===== src/common/subCpu_settings.svh =====
`ifndef SUBCPU_SETTINGS_SVH
`define SUBCPU_SETTINGS_SVH

// Frames without a kick until the watchdog fires
`define WDOG_LIMIT 10

// Frames the CPU reset stays asserted
`define RESET_HOLD 4

// Fixed write-only I/O locations
// Matched on the upper six address bits
`define ADDR_WDOG   16'h8000
`define ADDR_IRQACK 16'h8400
`define ADDR_TBANK  16'h8800

`endif


===== src/common/subBusPkg.sv =====
package subBusPkg;

	////////////////////////////////////////////////////////////////////////////
	// Secondary CPU bus types
	////////////////////////////////////////////////////////////////////////////

	// Full CPU address
	typedef logic [15:0] subAddr_t;

	// Write data byte
	typedef logic [7:0] subData_t;

	// Six scroll or priority bytes of one latch group
	// Byte 0 sits in the low bits
	typedef logic [47:0] scrollSet_t;

	// Decoded target of one accepted access
	typedef enum logic [3:0] {
		none,
		scr0,      // Video RAM 1
		scr1,      // Video RAM 2
		obj,       // Sprite RAM
		snd,       // Sound share RAM
		sPgm,      // Sub program ROM
		mPgm,      // Main program ROM
		wdog,      // Watchdog kick
		irqAck,    // Interrupt acknowledge
		tileBank,  // Tile bank select
		lth0,      // Scroll group 0 and ROM bank 0
		lth1,      // Scroll group 1 and ROM bank 1
		lth2       // Background colour
	} region_t;

endpackage


===== src/common/sysCtlPkg.sv =====
package sysCtlPkg;

	////////////////////////////////////////////////////////////////////////////
	// Sequencer and watchdog types
	////////////////////////////////////////////////////////////////////////////

	// Run normally or hold the CPU in reset
	typedef enum logic {
		sRun,
		sHold
	} seqState_t;

	// Frame count of the watchdog
	// Wide enough for the limit and the hold length
	typedef logic [3:0] wdCount_t;

endpackage


===== src/addrDecode/addrDecode.sv =====
`timescale 1ns/1ps

`include "subCpu_settings.svh"

module addrDecode import subBusPkg::*; (
	input  logic     accessEn,
	input  subAddr_t reqAddr,
	input  logic     reqWrite,
	output logic     nScr0,
	output logic     nScr1,
	output logic     nObj,
	output logic     nSnd,
	output logic     nSPgm,
	output logic     nMPgm,
	output logic     nBufEn,
	output region_t  region,
	output logic     kick,
	output logic     irqAck
);

	// Fixed I/O locations
	localparam subAddr_t wdogAddr = `ADDR_WDOG;
	localparam subAddr_t ackAddr = `ADDR_IRQACK;
	localparam subAddr_t tBankAddr = `ADDR_TBANK;

	// One 1K page for each latch window
	localparam logic [5:0] lth0Page = 6'b100100;
	localparam logic [5:0] lth1Page = 6'b100101;
	localparam logic [5:0] lth2Page = 6'b101000;

	logic [5:0] page;
	region_t    mapped;

	// Only A15..A10 take part in the map
	assign page = reqAddr[15:10];

	////////////////////////////////////////////////////////////////////////////
	// Memory map
	////////////////////////////////////////////////////////////////////////////

	always_comb begin
		mapped = none;
		if (!page[5]) begin
			// Lower half in 8K windows
			case (page[4:3])
				2'b00: mapped = reqWrite ? scr0 : none;
				2'b01: mapped = reqWrite ? scr1 : none;
				2'b10: begin
					// Sound share RAM wins over sprite RAM
					if (page[2:0] == 3'b000) begin
						mapped = snd;
					end else if (reqWrite) begin
						mapped = obj;
					end
				end
				default: mapped = reqWrite ? none : sPgm;
			endcase
		end else if (!reqWrite) begin
			// Whole upper half reads the main program ROM
			mapped = mPgm;
		end else begin
			// I/O and latches sit under the ROM on writes
			case (page)
				wdogAddr[15:10]:  mapped = wdog;
				ackAddr[15:10]:   mapped = subBusPkg::irqAck;
				tBankAddr[15:10]: mapped = subBusPkg::tileBank;
				lth0Page:         mapped = lth0;
				lth1Page:         mapped = lth1;
				lth2Page:         mapped = lth2;
				default:          mapped = none;
			endcase
		end
	end

	// Nothing selected outside an accepted access
	assign region = accessEn ? mapped : none;

	////////////////////////////////////////////////////////////////////////////
	// Chip selects and strobes
	////////////////////////////////////////////////////////////////////////////

	assign nScr0 = region != scr0;
	assign nScr1 = region != scr1;
	assign nObj = region != obj;
	assign nSnd = region != snd;
	assign nSPgm = region != sPgm;
	assign nMPgm = region != mPgm;

	// Data buffer opens for the RAMs and the scroll latches
	assign nBufEn = !(region inside {scr0, scr1, obj, snd, lth0, lth1});

	// Strobes to the sequencer
	assign kick = region == wdog;
	assign irqAck = region == subBusPkg::irqAck;

endmodule


===== src/logic/busSequencer.sv =====
`timescale 1ns/1ps

module busSequencer import sysCtlPkg::*; (
	input  logic nVBLK,
	input  logic rstN,
	input  logic reqValid,
	output logic reqReady,
	output logic accessEn,
	input  logic kick,
	input  logic irqAck,
	input  logic expired,
	input  logic holdDone,
	output logic restart,
	output logic running,
	output logic clearLatches,
	output logic nRes,
	output logic nIrq
);

	seqState_t state;
	seqState_t nextState;

	////////////////////////////////////////////////////////////////////////////
	// Run and hold sequencing
	////////////////////////////////////////////////////////////////////////////

	always_comb begin
		nextState = state;
		case (state)
			sRun: begin
				// Expiry wins over a kick in the same frame
				if (expired) begin
					nextState = sHold;
				end
			end
			sHold: begin
				if (holdDone) begin
					nextState = sRun;
				end
			end
			default: nextState = sRun;
		endcase
	end

	assign running = state == sRun;

	// Bus stalls while the CPU is held in reset
	assign reqReady = running;
	assign accessEn = reqValid && reqReady;

	// Timer starts over on a kick or any phase change
	assign restart = kick || (nextState != state);

	// Latches wiped on the way into the hold
	assign clearLatches = running && expired;

	always_ff @(posedge nVBLK or negedge rstN) begin
		if (!rstN) begin
			state <= sRun;
			nRes <= 1'b1;
			nIrq <= 1'b1;
		end else begin
			state <= nextState;
			// Reset line follows the coming phase
			nRes <= nextState == sRun;
			// Frame interrupt every cycle
			// An acknowledge leaves one frame free
			if (state == sRun) begin
				nIrq <= irqAck;
			end else begin
				nIrq <= 1'b1;
			end
		end
	end

endmodule


===== src/logic/subCpuCtl.sv =====
`timescale 1ns/1ps

module subCpuCtl import subBusPkg::*; (
	input  logic       nVBLK,
	input  logic       rstN,
	input  logic       reqValid,
	input  subAddr_t   reqAddr,
	input  logic       reqWrite,
	input  subData_t   reqData,
	output logic       reqReady,
	output logic       nScr0,
	output logic       nScr1,
	output logic       nObj,
	output logic       nSnd,
	output logic       nSPgm,
	output logic       nMPgm,
	output logic       nBufEn,
	output logic       nRes,
	output logic       nIrq,
	output scrollSet_t scroll0,
	output scrollSet_t scroll1,
	output subData_t   romBank0,
	output subData_t   romBank1,
	output logic       tileBank,
	output subData_t   backColor
);

	// Access qualification
	logic    accessEn;
	region_t region;

	// Decoder strobes
	logic kick;
	logic ackWrite;

	// Watchdog handshake
	logic expired;
	logic holdDone;
	logic restart;
	logic running;
	logic clearLatches;

	////////////////////////////////////////////////////////////////////////////
	// Address decode
	////////////////////////////////////////////////////////////////////////////

	addrDecode i_addrDecode (
		.accessEn (accessEn),
		.reqAddr  (reqAddr),
		.reqWrite (reqWrite),
		.nScr0    (nScr0),
		.nScr1    (nScr1),
		.nObj     (nObj),
		.nSnd     (nSnd),
		.nSPgm    (nSPgm),
		.nMPgm    (nMPgm),
		.nBufEn   (nBufEn),
		.region   (region),
		.kick     (kick),
		.irqAck   (ackWrite)
	);

	////////////////////////////////////////////////////////////////////////////
	// Watchdog and sequencing
	////////////////////////////////////////////////////////////////////////////

	watchdogTimer i_watchdogTimer (
		.nVBLK    (nVBLK),
		.rstN     (rstN),
		.restart  (restart),
		.running  (running),
		.expired  (expired),
		.holdDone (holdDone)
	);

	busSequencer i_busSequencer (
		.nVBLK        (nVBLK),
		.rstN         (rstN),
		.reqValid     (reqValid),
		.reqReady     (reqReady),
		.accessEn     (accessEn),
		.kick         (kick),
		.irqAck       (ackWrite),
		.expired      (expired),
		.holdDone     (holdDone),
		.restart      (restart),
		.running      (running),
		.clearLatches (clearLatches),
		.nRes         (nRes),
		.nIrq         (nIrq)
	);

	// Low three address bits pick the byte inside a group
	videoLatches i_videoLatches (
		.nVBLK        (nVBLK),
		.rstN         (rstN),
		.region       (region),
		.offset       (reqAddr[2:0]),
		.wrData       (reqData),
		.clearLatches (clearLatches),
		.scroll0      (scroll0),
		.scroll1      (scroll1),
		.romBank0     (romBank0),
		.romBank1     (romBank1),
		.backColor    (backColor),
		.tileBank     (tileBank)
	);

endmodule


===== src/logic/videoLatches.sv =====
`timescale 1ns/1ps

module videoLatches import subBusPkg::*; (
	input  logic       nVBLK,
	input  logic       rstN,
	input  region_t    region,
	input  logic [2:0] offset,
	input  subData_t   wrData,
	input  logic       clearLatches,
	output scrollSet_t scroll0,
	output scrollSet_t scroll1,
	output subData_t   romBank0,
	output subData_t   romBank1,
	output subData_t   backColor,
	output logic       tileBank
);

	// Offset of the ROM bank byte inside a group
	localparam logic [2:0] bankSlot = 3'd3;

	// Offset that no latch answers to
	localparam logic [2:0] deadSlot = 3'd7;

	////////////////////////////////////////////////////////////////////////////
	// Scroll byte placement
	////////////////////////////////////////////////////////////////////////////

	// Drops one byte into its scroll slot
	// Offsets 4..6 close the gap left by the bank byte
	function automatic scrollSet_t putScroll(
		input scrollSet_t cur,
		input logic [2:0] off,
		input subData_t   data
	);
		scrollSet_t next;
		logic [2:0] slot;
		next = cur;
		slot = (off < bankSlot) ? off : off - 3'd1;
		if (off != bankSlot && off != deadSlot) begin
			next[slot*8 +: 8] = data;
		end
		return next;
	endfunction

	////////////////////////////////////////////////////////////////////////////
	// Latch registers
	////////////////////////////////////////////////////////////////////////////

	always_ff @(posedge nVBLK or negedge rstN) begin
		if (!rstN) begin
			scroll0 <= '0;
			scroll1 <= '0;
			romBank0 <= '0;
			romBank1 <= '0;
			backColor <= '0;
			tileBank <= 1'b0;
		end else if (clearLatches) begin
			// Watchdog reset wipes the video setup
			scroll0 <= '0;
			scroll1 <= '0;
			romBank0 <= '0;
			romBank1 <= '0;
			backColor <= '0;
			tileBank <= 1'b0;
		end else begin
			case (region)
				lth0: begin
					if (offset == bankSlot) begin
						romBank0 <= wrData;
					end else begin
						scroll0 <= putScroll(scroll0, offset, wrData);
					end
				end
				lth1: begin
					if (offset == bankSlot) begin
						romBank1 <= wrData;
					end else begin
						scroll1 <= putScroll(scroll1, offset, wrData);
					end
				end
				// Only bit 0 picks the tile bank
				subBusPkg::tileBank: tileBank <= wrData[0];
				lth2: backColor <= wrData;
				default: ;
			endcase
		end
	end

endmodule


===== src/logic/watchdogTimer.sv =====
`timescale 1ns/1ps

`include "subCpu_settings.svh"

module watchdogTimer import sysCtlPkg::*; (
	input  logic nVBLK,
	input  logic rstN,
	input  logic restart,
	input  logic running,
	output logic expired,
	output logic holdDone
);

	// Count values that end each phase
	localparam wdCount_t wdogLast = wdCount_t'(`WDOG_LIMIT);
	localparam wdCount_t holdLast = wdCount_t'(`RESET_HOLD - 1);

	wdCount_t  count;
	seqState_t phase;

	// Sequencer phase seen from the timer
	assign phase = running ? sRun : sHold;

	// One count per frame
	// Kicks and phase changes start it over
	always_ff @(posedge nVBLK or negedge rstN) begin
		if (!rstN) begin
			count <= '0;
		end else if (restart) begin
			count <= '0;
		end else begin
			count <= count + 1'b1;
		end
	end

	// Too many frames since the last kick
	assign expired = (phase == sRun) && (count == wdogLast);

	// Last frame of the reset hold
	assign holdDone = (phase == sHold) && (count == holdLast);

endmodule


===== config.mk =====
export PLATFORM = sky130hd
export DESIGN_NAME = subCpuCtl
export DESIGN_NICKNAME = d
export VERILOG_FILES = /design/src/common/subBusPkg.sv /design/src/common/sysCtlPkg.sv /design/src/addrDecode/addrDecode.sv /design/src/logic/busSequencer.sv /design/src/logic/subCpuCtl.sv /design/src/logic/videoLatches.sv /design/src/logic/watchdogTimer.sv
export VERILOG_INCLUDE_DIRS = /design/src /design/src/common
export SDC_FILE = /design/constraint.sdc
export NUM_CORES = 1
export LEC_CHECK = 0
export BUFFER_PORTS_ARGS = -buffer_cell sky130_fd_sc_hd__buf_4
export CORE_MARGIN = 2
export CORE_UTILIZATION = 57
export DETAILED_ROUTE_END_ITERATION = 16
export PLACE_DENSITY = 0.95
export SLEW_MARGIN = 10
export SYNTH_ARGS = -nofsm -noshare
export SYNTH_HDL_FRONTEND = slang
export SYNTH_SLANG_ARGS = --single-unit

===== constraint.sdc =====
create_clock -name nVBLK -period 5.4 [get_ports nVBLK]
set_clock_uncertainty 0.15 [all_clocks]
set_input_delay 1.62 -clock nVBLK [delete_from_list [all_inputs] [get_ports nVBLK]]
set_output_delay 1.62 -clock nVBLK [all_outputs]
set_load 0.01 [all_outputs]

==> impl_metrics.ini, run 1 <==
[synth]
async_flop_share = 1.00
syn_area_mm2 = 0.00618
ys_seq_elements = 128
syn_inst = 565
syn_nets = 600
syn_avg_cell_area_um2 = 10.9
ys_warn_count = 0
synth.most_common_cell = nand2_1
synth_cell_types = 64
yosysTopAreaCell = dfrtp_1
yosysSeqAreaShare = 0.519
synthTopCellsByArea = dfrtp_1 (51%), mux2i_1 (17%), nand2_1 (8.1%), nand3_4 (2.0%), a21oi_1 (1.6%)
synth_common_cells = nand2_1 (133), dfrtp_1 (126), mux2i_1 (106), a21oi_1 (20), nand3_1 (20)
ys.flop_type = dfrtp_1
yosys.area.top_type_share = 0.510
synth_edf_count = 0

[timing]
fmax_mhz = 201
setup_viol = 0
rsz0062_at_grt = no
tightest_slew_ns = 1.05
fin_crit_sh = 0.921
setup_tns_ns = 0
slew_headroom = 0.300
hold_viol_final = 0
fin_crit_ns = 4.97
setup_ws_ns = 0.427
drv_slew = 0

[global_routing]
grt_pass1_wl_mm = 26.9
antenna_found_initial = 0
track_usage = 0.303
grt-ovfl-total = 0
grt_pass1_vias = 5127
grt_max_degree = 106

[setup_path]
worstReg2RegStart = i_watchdogTimer.count[0]
worst-endpoint-required_ns = 3.63
critPathCaptureType = output port
r2r_cells = 6
critPathMaxFanout = 11
critical_path_class = in2out
critPathArrivalTime_ns = 3.20
start_kind = input port
regToRegSetupSlack_ns = 2.62
r2r-end = i_videoLatches.scroll1[13]

[clock_network]
cts_resized = 0
cts_hold_buffers = 0
path_clk_slew_ns = 0.06
insertion_delay_ns = 0.53
cts_setup_buffers = 0
numClockSinks = 128
cts_tree = done
root_buffer = clkbuf_8
clock_path_buffers = 2
cts-buffers-inserted = 17
htree_levels = 4

[power]
vdd_drop_max_mv = 0.371
p_leak_nw = 4.35
power_density_mw_per_mm2 = 545

[floorplanning]
die_w_um = 108
die_area_mm2 = 0.0117
io_pins = 159
die_y_um = 108
core.rowCount = 38
start_util = 0.577
core-area_mm2 = 0.0107

[finish]
num_antenna_cells = 0
fill_cells = 696
finalInstanceArea_mm2 = 0.00805
final_cells = 866
nets = 749
syn_to_final_growth_pct = 30.2
drive_gt1_frac = 0.309

[worst_hold_path]
hp-class = reg2reg
min_path_cells = 1
hold_end = i_watchdogTimer.count[0]
hp-start = i_watchdogTimer.count[0]

[placed_design]
dp_hpwl_mm = 11.2
gp_congestion = 0.870
io_buffers = 151
placed_cells = 834
place_area_mm2 = 0.00743
pre_cts_slack_ns = 0.467

[route]
drtIter0Drc = 322
vias = 5067
drtAntennaViolNets = 0
drt-total-wl_mm = 17.1
wire_per_inst_um = 19.8
routed_via_density = 5.85
drt-pass1-iter-count = 5
drcViolationCount = 0

[job]
cap_viol_max_count = 0

[status]
run_status = complete, no violations
flip-flops by register name, indices dropped and copies added, names as in the netlist:
register / cells
i_busSequencer.nRes: 1
i_videoLatches.scroll1: 48
i_videoLatches.romBank0: 8
i_busSequencer.state: 1
i_videoLatches.romBank1: 8
i_videoLatches.tileBank: 1
i_busSequencer.nIrq: 1
i_videoLatches.scroll0: 48
i_watchdogTimer.count: 4
i_videoLatches.backColor: 8
where the power goes:
part	switching, mW	internal [mW]	leakage [nW]
sequential	0.273	1.37	1.61
clock	0.444	0.749	0.288
combinational	0.796	0.753	2.45
total	1.51	2.87	4.35
placed cells by master (no fill, tap or decap), types with 10 or more instances in the layout:
master,Yosys,final
nand3_1,20,20
nor2_1,18,18
nand2_1,133,133
clkbuf_16,0,16
buf_4,3,161
inv_1,11,11
o21ai_1,10,10
a21oi_1,20,20
mux2i_1,106,106
o21ai_0,11,11
dfrtp_1,126,126
routing by layer:
metal,track usage,share of wire
met1,0.362,0.38
met3,0.0747,0.065
met4,0.126,0.027
met5,0,0
met2,0.524,0.52
cell families (layout without fill, tap and decap cells):
logic type | count (synthesis) | in the layout | synth area share
compound gates | 63 | 63 | 0.0709
xor+xnor | 1 | 1 | 0.00142
fa+ha+maj | 7 | 7 | 0.0142
buf+inv | 43 | 204 | 0.0342
flops | 128 | 128 | 0.519
mux | 106 | 106 | 0.172
simple gates | 217 | 217 | 0.189
worst max-delay path by stage:
stage,start,to,slack [ns],cells after the start
6_report,reqAddr[13],nBufEn,0.43,7
5_1_grt,reqAddr[13],nBufEn,0.30,7
4_1_cts,reqAddr[13],nBufEn,0.44,7
3_5_place_dp,reqAddr[13],nBufEn,0.47,7
3_3_place_gp,reqAddr[13],nBufEn,0.53,7
2_1_floorplan,reqAddr[10],nBufEn,0.52,7
metrics by stage:
stage	hold WS, ns	utilization	total power, mW
2_1_floorplan	0.299	-	2.29
3_3_place_gp	0.316	0.694	3.08
3_5_place_dp	0.336	0.694	3.18
4_1_cts	0.361	0.751	4.39
5_1_grt	0.370	0.752	4.62
6_report	0.358	0.752	4.38
area by class of cell:
cell class / count / area [µm²] / area share
timing repair buffer: 162 / 1220 / 0.152
clock buffer: 18 / 418 / 0.0519
clock inverter: 13 / 188 / 0.0233
sequential: 128 / 3210 / 0.398
inverter: 11 / 41.3 / 0.00513
multi-input combinational: 394 / 2800 / 0.348
tap: 140 / 175 / 0.0218
worst max-delay path: stages:
cell and delay [ns]:
buf_4 0.15, o311ai_1 0.33, o311ai_2 0.29, nor2_1 0.35, nor2_1 0.10, a22oi_1 0.21
buf_4 0.15
No activity file was read; power rests on OpenSTA's default activity.
==> inputs of run 2 (changes only) <==
--- a/config.mk
+++ b/config.mk
@@ -10,6 +10,7 @@
 export CORE_MARGIN = 2
 export CORE_UTILIZATION = 57
 export DETAILED_ROUTE_END_ITERATION = 16
+export MAX_ROUTING_LAYER = met4
 export PLACE_DENSITY = 0.95
 export SLEW_MARGIN = 10
 export SYNTH_ARGS = -nofsm -noshare
==> run 2 against run 1 <==
  * Utilization is the same
  * Worst hold slack is essentially flat
  * Count of clock-buffer cells in the layout is the same
  * Setup slack gained 0.0020 ns
  * Largest cell class unchanged
==> impl_metrics.ini, run 2 (synthesized netlist as in run 1, its figures left out) <==
[timing]
rsz0062_at_grt = no
tightest_slew_ns = 1.07
fmax_mhz = 201
holdWs_ns = 0.358
fin_crit_ns = 4.97
drv_slew = 0
slew_headroom = 0.287
setup_viol = 0
hold_viol_final = 0
fin_crit_sh = 0.920
setup_tns_ns = 0
setup_ws_ns = 0.429

[finish]
fill_cells = 696
nets = 749
reg_top3 = i_videoLatches.scroll0 x48, i_videoLatches.scroll1 x48
multi_input_area_mm2 = 0.00280
final_cells = 866
num_antenna_cells = 0
final_common_cell = buf_4
drive_gt1_frac = 0.309
regArea_mm2 = 0.00321
syn_to_final_growth_pct = 30.2
layout_common_cells = buf_4 (161), nand2_1 (133), dfrtp_1 (126), mux2i_1 (106)

[floorplanning]
io_pins = 159
core.rowCount = 38
die_area_mm2 = 0.0117
die_w_um = 108
die_y_um = 108
start_util = 0.577
core-area_mm2 = 0.0107

[worst_hold_path]
hp-start = i_watchdogTimer.count[0]
hp-class = reg2reg

[global_routing]
grt-ovfl-total = 0
grt_pass1_vias = 5124
met1_usage = 0.363
antenna_found_initial = 0
grt_max_degree = 106
grt_pass1_wl_mm = 26.8
track_usage = 0.312
met3_usage = 0.0784
top_usage_layer = met2
grt_util_met2 = 0.519

[power]
p_leak_nw = 4.35
vdd_drop_max_mv = 0.372
power_density_mw_per_mm2 = 545

[clock_network]
clock_path_buffers = 2
path_clk_slew_ns = 0.06
cts_tree = done
root_buffer = clkbuf_8
cts_resized = 0
cts_setup_buffers = 0
htree_levels = 4
cts_hold_buffers = 0
insertion_delay_ns = 0.53
numClockSinks = 128
cts-buffers-inserted = 17

[placed_design]
placed_cells = 834
gp_congestion = 0.884
pre_cts_slack_ns = 0.467
io_buffers = 151
dp_hpwl_mm = 11.2

[setup_path]
critPathCaptureType = output port
start_kind = input port
worstReg2RegStart = i_watchdogTimer.count[0]
critPathMaxFanout = 11
crit_start = reqAddr[13]
worst-endpoint-required_ns = 3.63
critical_path_class = in2out
critPathArrivalTime_ns = 3.20
regToRegSetupSlack_ns = 2.63

[route]
wire_per_inst_um = 19.8
drtAntennaViolNets = 0
vias = 5110
routed_via_density = 5.90
drcViolationCount = 0
drtIter0Drc = 359
drt-total-wl_mm = 17.1
drt-pass1-iter-count = 5

[status]
run_status = complete, no violations

[job]
cap_viol_max_count = 0
-- run 2: cell counts in the layout (fill, tap and decap cells not counted) --
Identical to the previous run, type by type.
-- run 2: final timing paths --
| path | end | cells past startpoint |
|---|---|---|
| max | nBufEn | 7 |
| min | i_watchdogTimer.count[0] | 1 |
| max reg2reg | i_videoLatches.scroll1[13] | 6 |
| min reg2reg | i_watchdogTimer.count[0] | 1 |
| max in group asynchronous | i_videoLatches.scroll0[28] | 2 |
| min in group asynchronous | i_videoLatches.romBank0[7] | 1 |
-- run 2: final cells by class --
class,count,share of cell area
Clock buffer,18,0.0519
Timing Repair Buffer,162,0.152
Clock inverter,13,0.0233
Sequential cell,128,0.398
Tap cell,140,0.0218
Multi-Input combinational cell,394,0.348
Inverter,11,0.00513
-- run 2: layer usage --
layer / vias up / routed length (µm)
met5: - / 0
met3: 42 / 1170
li1: 2261 / -
met4: 0 / 473
met2: 229 / 8880
met1: 2578 / 6620
-- run 2: metrics by stage --
step                      power [mW]  area (µm²)  utilization
after floorplan                 2.29        6180            -
after global placement          3.08        7430        0.694
after detailed placement        3.18        7430        0.694
after CTS                       4.39        8030        0.751
after global routing            4.62        8050        0.752
final                           4.38        8050        0.752
-- run 2: critical path, stage by stage --
cell and delay, ns:
buf_4 0.16, o311ai_1 0.33, o311ai_2 0.29, nor2_1 0.34, nor2_1 0.10, a22oi_1 0.21
buf_4 0.15
-- run 2: power by group --
part	total, mW	switching [mW]	internal (mW)
clock	1.19	0.442	0.749
combinational	1.55	0.796	0.753
sequential	1.64	0.273	1.37
total	4.38	1.51	2.87
